## src/hw/arcade_cfg_pkg.sv

```systemverilog
//==============================
// platform configuration defs
//==============================

package arcade_cfg_pkg;

	// scanline dimming applied to odd lines
	typedef enum logic [1:0] {
		sl_off = 2'd0,
		sl_25  = 2'd1, // lose a quarter
		sl_50  = 2'd2, // lose half
		sl_75  = 2'd3  // keep a quarter
	} scanline_mode_e;

	// host status word fields
	localparam int st_reset      = 0;
	localparam int st_rotate     = 2;
	localparam int st_scan_lo    = 3; // two bits, scan_lo and scan_lo+1
	localparam int st_trig_reset = 6;

	// top-level parameter defaults
	localparam int default_dac_width   = 10;
	localparam int default_color_depth = 4;
	localparam int default_slow_div    = 14; // 25 MHz / 14 -> ~1.79 MHz

endpackage

```

## src/hw/arcade_input_pkg.sv

```systemverilog
//==============================
// keyboard and player inputs
//==============================

package arcade_input_pkg;

	// ps/2 set-2 make codes in use
	typedef enum logic [7:0] {
		kc_f1     = 8'h05,
		kc_f2     = 8'h06,
		kc_alt    = 8'h11,
		kc_lshift = 8'h12,
		kc_ctrl   = 8'h14,
		kc_space  = 8'h29,
		kc_left   = 8'h6B,
		kc_down   = 8'h72,
		kc_right  = 8'h74,
		kc_up     = 8'h75,
		kc_esc    = 8'h76
	} key_code_e;

	// bit positions in the core's seven-bit player word
	localparam int pw_right = 0;
	localparam int pw_left  = 1;
	localparam int pw_fire1 = 2;
	localparam int pw_fire2 = 3;
	localparam int pw_fire3 = 4;
	localparam int pw_fire4 = 5;
	localparam int pw_start = 6;

	localparam int pw_width = 7;

endpackage

```

## src/hw/clock_enables.sv

```systemverilog
//==============================
// core clock enables
//==============================
`timescale 1ns/10ps

module clock_enables #(
	parameter int slow_div = 14 // clk_sys cycles per ce_1p79
) (
	input  logic clk_sys,
	input  logic reset,
	output logic ce_12,
	output logic ce_6p,
	output logic ce_6n,
	output logic ce_1p79
);

	localparam int slow_w = (slow_div > 1) ? $clog2(slow_div) : 1;

	logic [1:0]        phase;    // 12/6 MHz phase counter
	logic [slow_w-1:0] slow_cnt; // down-counter for the slow strobe

	// ==============================
	// fast strobes
	// ==============================
	always_ff @(posedge clk_sys) begin
		if (reset) begin
			phase <= '0;
			ce_12 <= 1'b0;
			ce_6p <= 1'b0;
			ce_6n <= 1'b0;
		end else begin
			phase <= phase + 2'd1;
			ce_12 <= phase[0];              // every other cycle
			ce_6p <= phase[0] & ~phase[1];  // phase 1
			ce_6n <= phase[0] & phase[1];   // phase 3, two cycles later
		end
	end

	// ==============================
	// slow strobe
	// ==============================
	always_ff @(posedge clk_sys) begin
		if (reset) begin
			slow_cnt <= '0;
			ce_1p79  <= 1'b0;
		end else if (slow_cnt == '0) begin
			slow_cnt <= slow_w'(slow_div - 1); // reload
			ce_1p79  <= 1'b1;
		end else begin
			slow_cnt <= slow_cnt - 1'b1;
			ce_1p79  <= 1'b0;
		end
	end

endmodule

```

## src/hw/key_decoder.sv

```systemverilog
//==============================
// keyboard button latch
//==============================
`timescale 1ns/10ps

module key_decoder (
	input  logic       clk_sys,
	input  logic       reset,
	input  logic       key_strobe,  // one cycle per make or break
	input  logic       key_pressed, // 1 make, 0 break
	input  logic [7:0] key_code,
	output logic       btn_up,
	output logic       btn_down,
	output logic       btn_left,
	output logic       btn_right,
	output logic       btn_coin,
	output logic       btn_start1,
	output logic       btn_start2,
	output logic       btn_fire1,
	output logic       btn_fire2,
	output logic       btn_fire3
);

	import arcade_input_pkg::*;

	// each button holds its level between make and break
	always_ff @(posedge clk_sys) begin
		if (reset) begin
			btn_up     <= 1'b0;
			btn_down   <= 1'b0;
			btn_left   <= 1'b0;
			btn_right  <= 1'b0;
			btn_coin   <= 1'b0;
			btn_start1 <= 1'b0;
			btn_start2 <= 1'b0;
			btn_fire1  <= 1'b0;
			btn_fire2  <= 1'b0;
			btn_fire3  <= 1'b0;
		end else if (key_strobe) begin
			case (key_code)
				kc_up:     btn_up     <= key_pressed;
				kc_down:   btn_down   <= key_pressed;
				kc_left:   btn_left   <= key_pressed;
				kc_right:  btn_right  <= key_pressed;
				kc_esc:    btn_coin   <= key_pressed; // coin
				kc_f1:     btn_start1 <= key_pressed; // one player
				kc_f2:     btn_start2 <= key_pressed; // two players
				kc_space:  btn_fire1  <= key_pressed;
				kc_alt:    btn_fire2  <= key_pressed;
				kc_lshift: btn_fire3  <= key_pressed; // shift and ctrl share fire3
				kc_ctrl:   btn_fire3  <= key_pressed;
				default:   ; // other codes ignored
			endcase
		end
	end

endmodule

```

## src/hw/control_mapper.sv

```systemverilog
//==============================
// player input mapping
//==============================
`timescale 1ns/10ps

module control_mapper (
	input  logic       clk_sys,
	input  logic       reset,
	input  logic       rotate,     // 0 rotated cabinet, 1 direct
	input  logic       btn_up,
	input  logic       btn_down,
	input  logic       btn_left,
	input  logic       btn_right,
	input  logic       btn_coin,
	input  logic       btn_start1,
	input  logic       btn_start2,
	input  logic       btn_fire1,
	input  logic       btn_fire2,
	input  logic       btn_fire3,
	input  logic [7:0] joy0,       // 0 r, 1 l, 2 d, 3 u, 4..7 fire
	input  logic [7:0] joy1,
	output logic [6:0] ip_1p,      // active low
	output logic [6:0] ip_2p,      // active low
	output logic       ip_coin1    // active low
);

	import arcade_input_pkg::*;

	logic [pw_width-1:0] p1_word; // active-high, before inversion
	logic [pw_width-1:0] p2_word;

	always_comb begin
		// player 1, keys or'd with joystick 0
		p1_word[pw_left]  = rotate ? (btn_left | joy0[1]) : (btn_down | joy0[2]);
		p1_word[pw_right] = rotate ? (btn_right | joy0[0]) : (btn_up | joy0[3]);
		p1_word[pw_fire1] = btn_fire1 | joy0[4];
		p1_word[pw_fire2] = btn_fire2 | joy0[5];
		p1_word[pw_fire3] = btn_fire3 | joy0[6];
		p1_word[pw_fire4] = joy0[7];   // no key for fire4
		p1_word[pw_start] = btn_start1;
		// player 2, joystick 1 only
		p2_word[pw_left]  = rotate ? joy1[1] : joy1[2];
		p2_word[pw_right] = rotate ? joy1[0] : joy1[3];
		p2_word[pw_fire1] = joy1[4];
		p2_word[pw_fire2] = joy1[5];
		p2_word[pw_fire3] = joy1[6];
		p2_word[pw_fire4] = joy1[7];
		p2_word[pw_start] = btn_start2;
	end

	always_ff @(posedge clk_sys) begin
		if (reset) begin
			ip_1p    <= '1; // nothing pressed
			ip_2p    <= '1;
			ip_coin1 <= 1'b1;
		end else begin
			ip_1p    <= ~p1_word;
			ip_2p    <= ~p2_word;
			ip_coin1 <= ~btn_coin;
		end
	end

endmodule

```

## src/hw/config_regs.sv

```systemverilog
//==============================
// host status and core reset
//==============================
`timescale 1ns/10ps

module config_regs (
	input  logic                          clk_sys,
	input  logic                          reset,
	input  logic                          status_we,
	input  logic [31:0]                   status_data,
	input  logic                          host_reset_btn,
	output logic                          rotate,
	output arcade_cfg_pkg::scanline_mode_e scan_mode,
	output logic                          core_reset
);

	import arcade_cfg_pkg::*;

	logic [31:0] status; // copy of the host status word

	always_ff @(posedge clk_sys) begin
		if (reset) begin
			status     <= '0;
			core_reset <= 1'b1; // held through reset, one cycle past it
		end else begin
			if (status_we)
				status <= status_data;
			// reset menu bit, trigger bit or board button
			core_reset <= status[st_reset] | status[st_trig_reset] | host_reset_btn;
		end
	end

	// field decode
	assign rotate    = status[st_rotate];
	assign scan_mode = scanline_mode_e'(status[st_scan_lo +: 2]);

endmodule

```

## src/hw/video_blanker.sv

```systemverilog
//==============================
// blanking and scanlines
//==============================
`timescale 1ns/10ps

module video_blanker #(
	parameter int color_depth = 4
) (
	input  logic                           clk_sys,
	input  logic                           reset,
	input  arcade_cfg_pkg::scanline_mode_e scan_mode,
	input  logic [color_depth-1:0]         core_r,
	input  logic [color_depth-1:0]         core_g,
	input  logic [color_depth-1:0]         core_b,
	input  logic                           core_hs,     // active high from core
	input  logic                           core_vs,
	input  logic                           core_hblank,
	input  logic                           core_vblank,
	output logic [color_depth-1:0]         vid_r,
	output logic [color_depth-1:0]         vid_g,
	output logic [color_depth-1:0]         vid_b,
	output logic                           vid_hs,      // active low
	output logic                           vid_vs
);

	import arcade_cfg_pkg::*;

	logic hs_prev;  // for the hsync rising edge
	logic line_odd; // current line parity
	logic blank;

	// dimmed value for odd lines
	function automatic logic [color_depth-1:0] dim(input logic [color_depth-1:0] v,
		input scanline_mode_e mode);
		case (mode)
			sl_25:   dim = v - (v >> 2);
			sl_50:   dim = v >> 1;
			sl_75:   dim = v >> 2;
			default: dim = v;
		endcase
	endfunction

	assign blank = core_hblank | core_vblank;

	// ==============================
	// line parity
	// ==============================
	always_ff @(posedge clk_sys) begin
		if (reset) begin
			hs_prev  <= 1'b0;
			line_odd <= 1'b0;
		end else begin
			hs_prev <= core_hs;
			if (core_vs)
				line_odd <= 1'b0;       // new frame starts even
			else if (core_hs & ~hs_prev)
				line_odd <= ~line_odd;
		end
	end

	// colour and sync, same single stage
	always_ff @(posedge clk_sys) begin
		if (reset) begin
			vid_r  <= '0;
			vid_g  <= '0;
			vid_b  <= '0;
			vid_hs <= 1'b0;
			vid_vs <= 1'b0;
		end else begin
			vid_r  <= blank ? '0 : (line_odd ? dim(core_r, scan_mode) : core_r);
			vid_g  <= blank ? '0 : (line_odd ? dim(core_g, scan_mode) : core_g);
			vid_b  <= blank ? '0 : (line_odd ? dim(core_b, scan_mode) : core_b);
			vid_hs <= ~core_hs;
			vid_vs <= ~core_vs;
		end
	end

endmodule

```

## src/hw/sigma_delta_dac.sv

```systemverilog
//==============================
// one-bit audio DAC
//==============================
`timescale 1ns/10ps

module sigma_delta_dac #(
	parameter int dac_width = 10
) (
	input  logic                 clk_sys,
	input  logic                 reset,
	input  logic [dac_width-1:0] dac_in,  // unsigned sample
	output logic                 dac_out  // pulse density output
);

	logic [dac_width-1:0] acc; // error accumulator
	logic [dac_width:0]   sum; // acc plus input, carry on top

	assign sum = {1'b0, acc} + {1'b0, dac_in};

	// first order, the carry is the output bit
	always_ff @(posedge clk_sys) begin
		if (reset) begin
			acc     <= '0;
			dac_out <= 1'b0;
		end else begin
			acc     <= sum[dac_width-1:0];
			dac_out <= sum[dac_width];
		end
	end

endmodule

```

## src/hw/arcade_io_top.sv

```systemverilog
//==============================
// arcade platform io top
//==============================
`timescale 1ns/10ps

module arcade_io_top #(
	parameter int dac_width   = arcade_cfg_pkg::default_dac_width,
	parameter int color_depth = arcade_cfg_pkg::default_color_depth,
	parameter int slow_div    = arcade_cfg_pkg::default_slow_div
) (
	input  logic                   clk_sys,
	input  logic                   reset,
	// keyboard
	input  logic                   key_strobe,
	input  logic                   key_pressed,
	input  logic [7:0]             key_code,
	// joysticks
	input  logic [7:0]             joy0,
	input  logic [7:0]             joy1,
	// host
	input  logic                   status_we,
	input  logic [31:0]            status_data,
	input  logic                   host_reset_btn,
	// core video and audio
	input  logic [color_depth-1:0] core_r,
	input  logic [color_depth-1:0] core_g,
	input  logic [color_depth-1:0] core_b,
	input  logic                   core_hs,
	input  logic                   core_vs,
	input  logic                   core_hblank,
	input  logic                   core_vblank,
	input  logic [dac_width-1:0]   core_audio,
	// to core
	output logic                   ce_12,
	output logic                   ce_6p,
	output logic                   ce_6n,
	output logic                   ce_1p79,
	output logic [6:0]             ip_1p,
	output logic [6:0]             ip_2p,
	output logic                   ip_coin1,
	output logic                   core_reset,
	// to board
	output logic [color_depth-1:0] vid_r,
	output logic [color_depth-1:0] vid_g,
	output logic [color_depth-1:0] vid_b,
	output logic                   vid_hs,
	output logic                   vid_vs,
	output logic                   audio_l,
	output logic                   audio_r
);

	import arcade_cfg_pkg::*;

	logic btn_up, btn_down, btn_left, btn_right, btn_coin;
	logic btn_start1, btn_start2, btn_fire1, btn_fire2, btn_fire3;
	logic           rotate;
	scanline_mode_e scan_mode;

	clock_enables #(.slow_div(slow_div)) u_clock_enables (
		.clk_sys(clk_sys), .reset(reset),
		.ce_12(ce_12), .ce_6p(ce_6p), .ce_6n(ce_6n), .ce_1p79(ce_1p79)
	);

	key_decoder u_key_decoder (
		.clk_sys(clk_sys), .reset(reset),
		.key_strobe(key_strobe), .key_pressed(key_pressed), .key_code(key_code),
		.btn_up(btn_up), .btn_down(btn_down), .btn_left(btn_left), .btn_right(btn_right),
		.btn_coin(btn_coin), .btn_start1(btn_start1), .btn_start2(btn_start2),
		.btn_fire1(btn_fire1), .btn_fire2(btn_fire2), .btn_fire3(btn_fire3)
	);

	control_mapper u_control_mapper (
		.clk_sys(clk_sys), .reset(reset), .rotate(rotate),
		.btn_up(btn_up), .btn_down(btn_down), .btn_left(btn_left), .btn_right(btn_right),
		.btn_coin(btn_coin), .btn_start1(btn_start1), .btn_start2(btn_start2),
		.btn_fire1(btn_fire1), .btn_fire2(btn_fire2), .btn_fire3(btn_fire3),
		.joy0(joy0), .joy1(joy1),
		.ip_1p(ip_1p), .ip_2p(ip_2p), .ip_coin1(ip_coin1)
	);

	config_regs u_config_regs (
		.clk_sys(clk_sys), .reset(reset),
		.status_we(status_we), .status_data(status_data), .host_reset_btn(host_reset_btn),
		.rotate(rotate), .scan_mode(scan_mode), .core_reset(core_reset)
	);

	video_blanker #(.color_depth(color_depth)) u_video_blanker (
		.clk_sys(clk_sys), .reset(reset), .scan_mode(scan_mode),
		.core_r(core_r), .core_g(core_g), .core_b(core_b),
		.core_hs(core_hs), .core_vs(core_vs),
		.core_hblank(core_hblank), .core_vblank(core_vblank),
		.vid_r(vid_r), .vid_g(vid_g), .vid_b(vid_b), .vid_hs(vid_hs), .vid_vs(vid_vs)
	);

	sigma_delta_dac #(.dac_width(dac_width)) u_sigma_delta_dac (
		.clk_sys(clk_sys), .reset(reset),
		.dac_in(core_audio), .dac_out(audio_l)
	);

	assign audio_r = audio_l; // mono core, both channels

endmodule

```

## config.mk

```make
export PLATFORM = sky130hd
export DESIGN_NAME = arcade_io_top
export DESIGN_NICKNAME = d
export VERILOG_FILES = /design/src/hw/arcade_cfg_pkg.sv /design/src/hw/arcade_input_pkg.sv /design/src/hw/clock_enables.sv /design/src/hw/key_decoder.sv /design/src/hw/control_mapper.sv /design/src/hw/config_regs.sv /design/src/hw/video_blanker.sv /design/src/hw/sigma_delta_dac.sv /design/src/hw/arcade_io_top.sv
export SDC_FILE = /design/constraint.sdc
export NUM_CORES = 1
export LEC_CHECK = 0
export BUFFER_PORTS_ARGS = -buffer_cell sky130_fd_sc_hd__buf_2
export CAP_MARGIN = 20
export CORE_MARGIN = 2
export CORE_UTILIZATION = 50
export CTS_CLUSTER_DIAMETER = 30
export DETAILED_ROUTE_END_ITERATION = 10
export PLACE_DENSITY_LB_ADDON = 0.05
export SLEW_MARGIN = 15
export SYNTH_ARGS = -nofsm -noshare
export SYNTH_HDL_FRONTEND = slang
export SYNTH_SLANG_ARGS = --single-unit
```

## constraint.sdc

```tcl
create_clock -name clk_sys -period 3.85 [get_ports clk_sys]
set_input_delay 0.1925 -clock clk_sys [delete_from_list [all_inputs] [get_ports clk_sys]]
set_output_delay 0.1925 -clock clk_sys [all_outputs]
set_load 0.01 [all_outputs]
```

Yosys cells after proc, flatten, opt, wreduce, memory -nomap -nowiden:

Cells that the tools add are included.
Widths: inputs -> output; s select.

* flip-flop bits (word level): 70
* bits of input ports: 88
* output and inout port bits: 36
* word-level logic and storage cells: 99

* add/sub/neg operators: 6
* eq/ne operators: 14
* mux-type cells: 12
* bitwise operators: 21
* reduce and logical (&&, ||, !) cells: 15

Operators with widths (count)
* $eq 8x7->1 const B: 5
* $pmux 4 s3: 3
* $eq 8x5->1 const B: 3
* $reduce_and 2->1: 10
* $eq 8x3->1 const B: 2
* $mux 4: 4
* $not 7->7: 2
* $sub 4x2->4: 3
* $add 10x10->11: 1
* $or 1x1->1: 10
* $eq 8x6->1 const B: 1
* $reduce_or 2->1: 4
* $not 1->1: 6
* $mux 1: 5
* $eq 2x2->1 const B: 2
* $logic_not 4->1: 1
* $sub 4x1->4 const B: 1
* $and 1x1->1: 3
* $add 2x1->2 const B: 1
* $eq 2x1->1 const B: 1

Logic depth before layout (Yosys ltp):

Gate-level depths: netlist of run 1.

* depth after elaboration: 3
* mapped depth: 8
* depth with buffers taken out: 8

Hierarchy:

Synthesis of run 1 repeated with hierarchy kept, for this count alone.

* cells, all modules: 358
* area total of the unflattened synthesis: 3333.2 sq um

By module, submodules not included
* video_blanker: instances 1, cells each 121, area each 993.5 sq um, seq. area each 320.3 sq um
* sigma_delta_dac: instances 1, cells each 88, area each 767.0 sq um, seq. area each 220.2 sq um
* key_decoder: instances 1, cells each 56, area each 551.8 sq um, seq. area each 200.2 sq um
* control_mapper: instances 1, cells each 38, area each 452.9 sq um, seq. area each 300.3 sq um
* clock_enables: instances 1, cells each 34, area each 344.1 sq um, seq. area each 200.2 sq um
* config_regs: instances 1, cells each 20, area each 216.5 sq um, seq. area each 120.1 sq um
* arcade_io_top: instances 1, cells each 1, area each 7.5 sq um, seq. area each 0.0 sq um

Least setup slack after synthesis of run 1:

Ideal clock, no wire load.

* path type: reg-to-reg
* from: register u_sigma_delta_dac.acc[0]
* to: register u_sigma_delta_dac.acc[6]
* library setup time: 121 ps
* data arrival time: 1616 ps
* required time: 3729 ps
* setup slack: 2113 ps
* stages on the path, launching flop included: 8
* path buffers: 0
* period minus slack after synthesis: 1737 ps
* cell sequence: dfxtp_1 ha_1 inv_1 fa_1 nand2b_1 a21oi_1 a31oi_1 mux2_2

* longest elaborated chain between the ends: 1

RTL lines
* from (decl): RTL line sigma_delta_dac.sv:15 `logic [dac_width-1:0] acc;`
* from (signal assigned): RTL line sigma_delta_dac.sv:26 `acc <= sum[dac_width-1:0];`
* $add 10x10->11: RTL line sigma_delta_dac.sv:18 `assign sum = {1'b0, acc} + {1'b0, dac_in};`

Every way passes these cells.
A chain may end at the register's enable or synchronous reset.

Worst setup path after layout of run 1:

* from: register u_sigma_delta_dac.acc[0]
* to: register u_sigma_delta_dac.acc[8]

The elaborated chain is that of the path after synthesis.

==> results.cfg, run 1 <==
[hold_path]
min_from = core_vs
whs_endpoint = u_video_blanker.vid_vs$_SDFF_PP0_
worstHoldPathCells = 2
holdCritPathClass = in -> reg

[sta]
fin_setup_tns_ns = 0
period_share_pct = 49.73
max_freq_mhz = 522.3
finClkSkew_ns = 0.009362
finalSetupViolations = 0
tightest_slew_ns = 0.7827
min_period_ns = 1.915
hold_viol_final = 0
rsz0062_at_grt = false
maxSlewViolCount = 0
slew_headroom_pct = 47.75

[yosys]
netlist_area_sq_um = 3227
synth-seq-cells = 68
synth_ff_type = dfxtp_1
yosys.area.top_type = dfxtp_1
synth_cells = 342
synth.area.top_cells = dfxtp_1 42%, ha_1 7.4%, mux2i_1 5.0%
netlist-cell-type-count = 51
synth_nets = 453
ys_seq_area_share_pct = 42.19
synth_area_per_cell_sq_um = 9.435
ys_async_sr_fraction_pct = 0
netlist.area_leader.share_pct = 42.19
synth_edf_count = 0
ys_warn_count = 0

[setup_path]
crit_buf_inv = 1
critPathRequiredTime_ns = 4.05
r2r_end = u_sigma_delta_dac.acc[8]$_SDFF_PP0_
crit_path_max_fanout = 3
path_class = reg -> reg
path_cells = ha_1 -> inv_1 -> fa_1 -> nand2b_1 -> a211oi_1 -> o21a_1 -> nor3_1
rr_worst_depth = 7
critPathTopFamily = compound AO/OA/AOI/OAI gates
reg2reg_from = u_sigma_delta_dac.acc[0]$_SDFF_PP0_
crit_slowest_cell = a211oi_1
cp.arrival_ns = 2.12
crit_path_end_kind = flip-flop
slowest_delay_ns = 0.40
r2r_setup_slack_ns = 1.94
critPathLaunchType = flip-flop

[floorplanning]
initial_utilization_pct = 51.41
die_area_sq_um = 7112
rows = 29
pin_count = 124
die_w_um = 84.34
die_h_um = 84.34
core_area_sq_um = 6277

[clocking]
cts_resized = 0
clock_latency_ns = 0.34
cts.path.max_buffers = 2
cts_tree = done
cts_buffers = 9
path_clk_slew_ns = 0.07
h-tree-depth = 3
cts.sinks = 68
cts_root_buf = clkbuf_8

[final_layout]
final_common_cell = buf_2
drive_gt1_share_pct = 28.31
area_growth_pct = 24.08
post-route-util_pct = 63.78
layout_common_cells = 96 x buf_2, 68 x dfxtp_1, 37 x nor2_1
final_nets = 551
antennaDiodeCount = 0

[route]
viasPerCell = 5.190
ant_nets = 0
firstDrtPassIters = 4
drc_errors = 0
routed_wl_um = 6674
num_vias = 2709
drt_iter0_markers = 67
routedWlPerCell_um = 12.79

[global_routing]
antenna_found_initial = 0
grt_pass1_wl_um = 11180
grt_overflow = 0
grt_max_degree = 40
grt_pass1_vias = 2496
grt.total_usage_pct = 19.52

[pwr]
seqPwrFrac_pct = 42.3
clkPwrFrac_pct = 32.8
ir_drop_v = 0.0003284
pwr-share-comb_pct = 24.9
cellPowerDensity_nw_per_um2 = 487.8
power.internal_uw = 1382
report.power.total_uw = 1953
power.switching_uw = 570.9
p_leak_uw = 0.001822
netSwitchingFraction_pct = 29.23

[job]
cap_viol_max_count = 0

[place]
io_buffers = 96
dp_hpwl_um = 4848
gp_congestion = 0.8202

[status]
outcome = complete, no violations
-- Yosys cell counts (3+ instances only) --
| library cell | n |
|---|---|
| or3_1 | 4 |
| a21oi_1 | 19 |
| o211ai_1 | 3 |
| o22ai_1 | 6 |
| ha_1 | 19 |
| inv_1 | 19 |
| nand4_1 | 7 |
| o21ai_0 | 16 |
| o22a_1 | 4 |
| mux2_2 | 4 |
| a21o_1 | 3 |
| clkbuf_1 | 4 |
| dfxtp_1 | 68 |
| nand2_1 | 25 |
| and3_1 | 3 |
| fa_1 | 4 |
| nor2_1 | 37 |
| o21a_1 | 5 |
| nand3_1 | 7 |
| mux2i_1 | 16 |
| o311ai_0 | 3 |
| nor3b_1 | 3 |
| buf_2 | 8 |
| a2111oi_4 | 3 |
| nor3_1 | 6 |
| xnor2_1 | 7 |
| nor2b_1 | 11 |
-- layer usage --
layer  track usage (%)  wire [um]  vias to the layer above  part of all wire (%)
li1                  -          -                     1394                     -
met1             25.34       3141                     1227                    47
met2             30.52       2956                       77                    44
met3             5.998        459                       11                   6.9
met4             7.792        117                        0                   1.8
met5                 0          0                        -                     0
-- layout make-up --
| cell class | instances | area, sq um |
|---|---|---|
| clock inverter | 6 | 88.84 |
| inverter | 20 | 75.07 |
| sequential | 68 | 1361 |
| fill | 556 | 2273 |
| timing repair buffer | 101 | 530.5 |
| tap | 77 | 96.34 |
| multi-input combinational | 240 | 1724 |
| clock buffer | 10 | 127.6 |
-- cell families (layout without fill, tap and decap cells) --
kind of cell | count (synthesis) | in the layout | synth area share [%]
AND/OR/NAND/NOR | 118 | 118 | 19.12
AO/OA/AOI/OAI | 71 | 71 | 15.94
flip-flops | 68 | 68 | 42.19
buffers and inverters | 34 | 137 | 4.381
adder cells (fa/ha/maj) | 23 | 23 | 9.849
multiplexers | 20 | 20 | 6.359
XOR/XNOR | 8 | 8 | 2.171
-- power by group through the flow --
stage	registers [uW]	clock network, uW	logic (uW)
4_1_cts	826	657	487
5_1_grt	833	689	556
3_5_place_dp	842	0	482
3_3_place_gp	840	0	470
6_report	826	641	487
2_1_floorplan	842	0	361
-- worst max-delay path by stage --
stage                                   startpoint                                   end  slack [ns]  cells past startpoint
6_report       u_sigma_delta_dac.acc[0]$_SDFF_PP0_   u_sigma_delta_dac.acc[8]$_SDFF_PP0_        1.94                      7
5_1_grt        u_sigma_delta_dac.acc[0]$_SDFF_PP0_  u_sigma_delta_dac.dac_out$_SDFF_PP0_        1.80                      7
4_1_cts        u_sigma_delta_dac.acc[0]$_SDFF_PP0_   u_sigma_delta_dac.acc[8]$_SDFF_PP0_        1.93                      7
3_5_place_dp                                 reset  u_key_decoder.btn_right$_SDFFE_PP0P_        1.76                      5
3_3_place_gp                                 reset  u_key_decoder.btn_right$_SDFFE_PP0P_        1.79                      5
2_1_floorplan  u_sigma_delta_dac.acc[0]$_SDFF_PP0_   u_sigma_delta_dac.acc[6]$_SDFF_PP0_        2.11                      7
-- sequential cells by signal, summed over array words and instances, names as in the netlist, 2 cells and up --
register	count
u_clock_enables.phase	2
u_config_regs.status	5
u_sigma_delta_dac.acc	10
u_control_mapper.ip_2p	7
u_video_blanker.vid_g	4
u_clock_enables.slow_cnt	4
u_video_blanker.vid_r	4
u_control_mapper.ip_1p	7
u_video_blanker.vid_b	4
-- what timing repair did --
action | 4_1_cts | 5_1_grt
hold buffers | 4 | 1
setup buffers | 0 | 0
hold endpoints to repair | 4 | 1
-- stage by stage --
| stage | setup slack, ns | hold WS [ns] | instance area, sq um | std cells |
|---|---|---|---|---|
| CTS | 1.932 | 0.0002727 | 3994 | 521 |
| global route | 1.796 | 0.002661 | 4004 | 522 |
| global placement | 1.786 | 0.3556 | 3737 | 501 |
| detailed placement | 1.757 | 0.3580 | 3737 | 501 |
| finish | 1.935 | 0.01357 | 4004 | 522 |
| floorplan | 2.113 | 0.2544 | 3227 | 342 |
Note: power is estimated with default switching activity, not from simulation.
==> run 2, diff against run 1 <==
CORE_UTILIZATION = 49   (was 50)
clock period = 1.85 ns   (was 3.85 ns; I/O delays follow)
==> run 2 against run 1 <==
  * Setup slack worse by 1.9 ns
  * Design area up 4.2%
  * Worst hold slack worse by 0.0024 ns
  * Fmax up 7.2%
  * Sequential cell count unchanged
  * Critical path type unchanged
  * Critical path depth unchanged
  * Sequential power up 110%
  * Clock power up 86%
  * Clock skew down 0.0020 ns
  * Non-clock buffer count up 21
  * Count of clock-buffer cells in the layout up 2
  * Combinational power up 130%
==> results.cfg, run 2 (synthesized netlist as in run 1, its figures left out) <==
[status]
outcome = complete, no violations

[setup_path]
critPathRequiredTime_ns = 2.08
crit_path_max_fanout = 2
crit_path_end_kind = flip-flop
cp.arrival_ns = 2.01
critPathLaunchType = flip-flop
critPathTopFamily = adder cells
path_cells = ha_1 -> inv_1 -> fa_1 -> nand2b_1 -> a21oi_2 -> a31oi_1 -> mux2_2
crit_buf_inv = 1
slowest_delay_ns = 0.38
crit_slowest_cell = fa_1
path_class = reg -> reg

[route]
drc_errors = 0
drt_iter0_markers = 116
routedWlPerCell_um = 12.82
routed_wl_um = 6961
num_vias = 2780
viasPerCell = 5.120
ant_nets = 0
firstDrtPassIters = 4

[global_routing]
grt_overflow = 0
grt_max_degree = 29
antenna_found_initial = 0
grt_pass1_vias = 2589
grt.total_usage_pct = 19.57
grt_pass1_wl_um = 11300

[clocking]
clock_latency_ns = 0.33
cts_buffers = 9
path_clk_slew_ns = 0.07
cts_root_buf = clkbuf_8
cts.sinks = 68
h-tree-depth = 3
cts.path.max_buffers = 2
cts_tree = done
post_cts_buffers = 0

[hold_path]
holdCritPathClass = in -> reg

[floorplanning]
rows = 29
initial_utilization_pct = 50.82
core_area_sq_um = 6350
die_h_um = 85.15
pin_count = 124
die_area_sq_um = 7251
die_w_um = 85.15

[place]
io_buffers = 96
dp_hpwl_um = 5165
dp.cells = 512
gp_congestion = 0.8145

[final_layout]
regMostFlops = u_sigma_delta_dac.acc
drive_gt1_share_pct = 29.61
layout_common_cells = 96 x buf_2, 68 x dfxtp_1, 37 x nor2_1
largestRegisters = u_sigma_delta_dac.acc (10), u_control_mapper.ip_1p (7), u_control_mapper.ip_2p (7)
final_common_cell = buf_2
final_nets = 572
final_cells = 543
largest_reg_flops = 10
antennaDiodeCount = 0
area_growth_pct = 29.31
nFillCells = 538
post-route-util_pct = 65.71

[pwr]
ir_drop_v = 0.0006160
cellPowerDensity_nw_per_um2 = 962.4
p_leak_uw = 0.001918

[sta]
min_period_ns = 1.786
finClkSkew_ns = 0.007355
hold_viol_final = 0
finalSetupViolations = 0
fin_setup_tns_ns = 0
period_share_pct = 96.54
tightest_slew_ns = 0.4142
slew_headroom_pct = 72.35
maxSlewViolCount = 0
max_freq_mhz = 559.9

[job]
cap_viol_max_count = 0
[run 2: changes by cell type in the layout (fill, tap and decap cells not counted), sizes merged]
cell | previous run | this run
buf | 96 | 107
clkinvlp | 2 | 0
bufinv | 2 | 1
dlygate4sd3 | 5 | 15
clkinv | 3 | 4
clkbuf | 10 | 12
[run 2: path summary, 6_finish.rpt]
check / startpoint / endpoint / slack, ns / depth (start not counted)
setup / recovery: u_sigma_delta_dac.acc[0]$_SDFF_PP0_ / u_sigma_delta_dac.acc[6]$_SDFF_PP0_ / 0.06 / 7
hold / removal: status_data[6] / u_config_regs.status[6]$_SDFFE_PP0P_ / 0.01 / 3
hold reg to reg: u_key_decoder.btn_start1$_SDFFE_PP0P_ / u_control_mapper.ip_1p[6]$_SDFF_PP1_ / 0.39 / 1
setup reg to reg: u_sigma_delta_dac.acc[0]$_SDFF_PP0_ / u_sigma_delta_dac.acc[6]$_SDFF_PP0_ / 0.06 / 7
[run 2: final cells by class]
class | count | area [sq um] | area share, %
Multi-Input combinational cell | 240 | 1733 | 41.53
Sequential cell | 68 | 1361 | 32.62
Timing Repair Buffer | 122 | 713.2 | 17.09
Clock buffer | 12 | 145.1 | 3.478
Tap cell | 77 | 96.34 | 2.309
Inverter | 20 | 75.07 | 1.799
Clock inverter | 4 | 48.80 | 1.169
[run 2: power breakdown]
group	internal, uW	switching [uW]
sequential	1640	74.0
combinational	542	572
clock	658	535
[run 2: metal layers]
metal  up-vias  global-route usage, %  share of wire (%)  wire length (um)
met2        73                  32.10                 48              3376
met4         0                  7.648                1.1                80
li1       1439                      -                  -                 -
met5         -                      0                  0                 0
met1      1260                  24.54                 45              3157
met3         8                  5.253                5.0               346
[run 2: per-stage QoR]
step | instance area [sq um] | worst slack, ns | total power (uW) | hold WS [ns]
2_1_floorplan | 3227 | 0.1133 | 2503 | 0.1544
5_1_grt | 4173 | -0.008149 | 4271 | 0.01610
6_report | 4173 | 0.06401 | 4016 | 0.01122
3_5_place_dp | 3820 | 0.02269 | 2818 | 0.2587
3_3_place_gp | 3820 | 0.06188 | 2781 | 0.2558
4_1_cts | 4164 | 0.008558 | 4042 | 0.003686
[run 2: repair_timing]
item                       4_1_cts  5_1_grt
setup endpoints to repair        0        2
hold buffers                    15        0
hold endpoints to repair        17        0
resized for setup                0        2
[run 2: worst register-to-register path, delay by kind of cell, from the launching register on]
kind / cells / cell delay, ns
adder cells (fa/ha/maj): 2 / 0.53
flip-flops: 1 / 0.31
AO/OA/AOI/OAI: 2 / 0.29
multiplexers: 1 / 0.28
AND/OR/NAND/NOR: 1 / 0.21
buffers and inverters: 1 / 0.05
==> run 3, diff against run 2 <==
clock period = 2 ns   (was 1.85 ns; I/O delays follow)
==> run 3 against run 2 <==
  * Wire length fell by 1.8%
  * Sequential share of layout area rose by 0.63 points
  * Non-clock buffer count fell by 8
  * Total power fell by 9.3%
  * Sequential power fell by 8%
  * Combinational power fell by 13%
  * Register-to-register slack improved by 0.05 ns
  * Highest routed layer unchanged
==> results.cfg, run 3 (synthesized netlist as in run 1, its figures left out) <==
[status]
outcome = complete, no violations

[global_routing]
grt.total_usage_pct = 19.68
antenna_found_initial = 0
grt_max_degree = 24
grt_pass1_vias = 2663
grt_pass1_wl_um = 11520
grt_overflow = 0

[route]
ant_nets = 0
viasPerCell = 5.270
drt_iter0_markers = 92
num_vias = 2809
routedWlPerCell_um = 12.82
firstDrtPassIters = 5
drc_errors = 0
routed_wl_um = 6834

[floorplanning]
core_area_sq_um = 6350
pin_count = 124
initial_utilization_pct = 50.82
die_area_sq_um = 7251
die_h_um = 85.15
die_w_um = 85.15
rows = 29

[setup_path]
cp.arrival_ns = 2.11
path_class = reg -> reg
r2r_setup_slack_ns = 0.11
crit_path_end_kind = flip-flop
slowest_delay_ns = 0.39
critPathLaunchType = flip-flop
crit_path_max_fanout = 3
critPathRequiredTime_ns = 2.22
crit_slowest_cell = fa_1
path_cells = ha_1 -> inv_1 -> fa_1 -> nand2b_1 -> a21oi_1 -> a31oi_1 -> mux2_2

[place]
dp_hpwl_um = 4985
io_buffers = 96
pre_cts_slack_ns = 0.1270
gp_congestion = 0.8184
dp.cells = 506

[final_layout]
drive_gt1_share_pct = 28.51
largestRegisters = u_sigma_delta_dac.acc (10), u_control_mapper.ip_1p (7), u_control_mapper.ip_2p (7)
antennaDiodeCount = 0
regMostFlops = u_sigma_delta_dac.acc
nFillCells = 567
final_nets = 564
final_cells = 533
post-route-util_pct = 64.47
largest_reg_flops = 10
final_common_cell = buf_2
layout_common_cells = 96 x buf_2, 68 x dfxtp_1, 37 x nor2_1
area_growth_pct = 26.87

[clocking]
clock_latency_ns = 0.33
cts_root_buf = clkbuf_8
path_clk_slew_ns = 0.07
cts_buffers = 9
post_cts_buffers = 0
cts.sinks = 68
cts.path.max_buffers = 2
cts_tree = done
h-tree-depth = 3

[pwr]
ir_drop_v = 0.0005967
cellPowerDensity_nw_per_um2 = 890.0
p_leak_uw = 0.001873

[sta]
hold_viol_final = 0
slew_headroom_pct = 72.31
finalSetupViolations = 0
period_share_pct = 94.49
max_freq_mhz = 529.1
maxSlewViolCount = 0
finClkSkew_ns = 0.007207
tightest_slew_ns = 0.4128
min_period_ns = 1.890
setup_ws_ns = 0.1101
fin_setup_tns_ns = 0
rsz0062_at_grt = false

[job]
cap_viol_max_count = 0

[hold_path]
holdCritPathClass = in -> reg
==> run 3: changes by cell type in the layout (fill, tap and decap cells not counted), sizes merged <==
cell,previous run,this run
dlygate4sd3,15,13
buf,107,101
clkbuf,12,10
clkinv,4,3
clkinvlp,0,1
==> run 3: through the flow <==
stage	power [uW]	hold slack (ns)	cell area, sq um
after floorplan	2316	0.1619	3227
after global placement	2531	0.2633	3775
after detailed placement	2560	0.2645	3775
after CTS	3676	0.001162	4094
after global routing	3891	0.01964	4094
final	3643	0.01125	4094
==> run 3: area by class of cell <==
| type | instances | area, sq um | share of cell area [%] |
|---|---|---|---|
| well taps | 77 | 96.34 | 2.353 |
| multi-input cells | 240 | 1724 | 42.11 |
| flip-flops and latches | 68 | 1361 | 33.25 |
| inverters | 20 | 75.07 | 1.834 |
| clock inverters | 4 | 51.30 | 1.253 |
| clock buffers | 10 | 137.6 | 3.362 |
| repair buffers | 114 | 648.1 | 15.83 |
==> run 3: per-layer routing <==
layer  up-vias  GRT usage [%]  wire, um  part of all wire [%]
met5         -              0         0                     0
li1       1430              -         -                     -
met4         0          6.205        48                  0.70
met3         6          6.420       459                   6.7
met2        81          32.39      3158                    46
met1      1292          24.50      3168                    46
==> run 3: final timing paths <==
check	from	to	depth (start not counted)
max	u_sigma_delta_dac.acc[0]$_SDFF_PP0_	u_sigma_delta_dac.acc[6]$_SDFF_PP0_	7
min	status_data[6]	u_config_regs.status[6]$_SDFFE_PP0P_	3
max reg2reg	u_sigma_delta_dac.acc[0]$_SDFF_PP0_	u_sigma_delta_dac.acc[6]$_SDFF_PP0_	7
min reg2reg	u_key_decoder.btn_start1$_SDFFE_PP0P_	u_control_mapper.ip_1p[6]$_SDFF_PP1_	1
==> run 3: timing repair <==
| item | in CTS | in global routing |
|---|---|---|
| hold buffers | 13 | 0 |
| hold endpoints to repair | 14 | 0 |
| endpoints found under the setup margin | 0 | 0 |
| gates resized for setup | 0 | 0 |
==> run 3: worst max-delay path: cells and delay by family, from the launching register on <==
| kind | cells | cell delay [ns] |
|---|---|---|
| AOI/OAI and AO/OA | 2 | 0.34 |
| DFF | 1 | 0.31 |
| muxes | 1 | 0.28 |
| and+or+nand+nor | 1 | 0.19 |
| adders and majority gates | 2 | 0.58 |
| buffers and inverters | 1 | 0.07 |
==> run 3: where the power goes <==
| part | switching, uW | internal (uW) | leakage (uW) |
|---|---|---|---|
| Clock | 496 | 596 | 0.0000942 |
| Combinational | 507 | 464 | 0.00122 |
| Sequential | 67.5 | 1510 | 0.000560 |
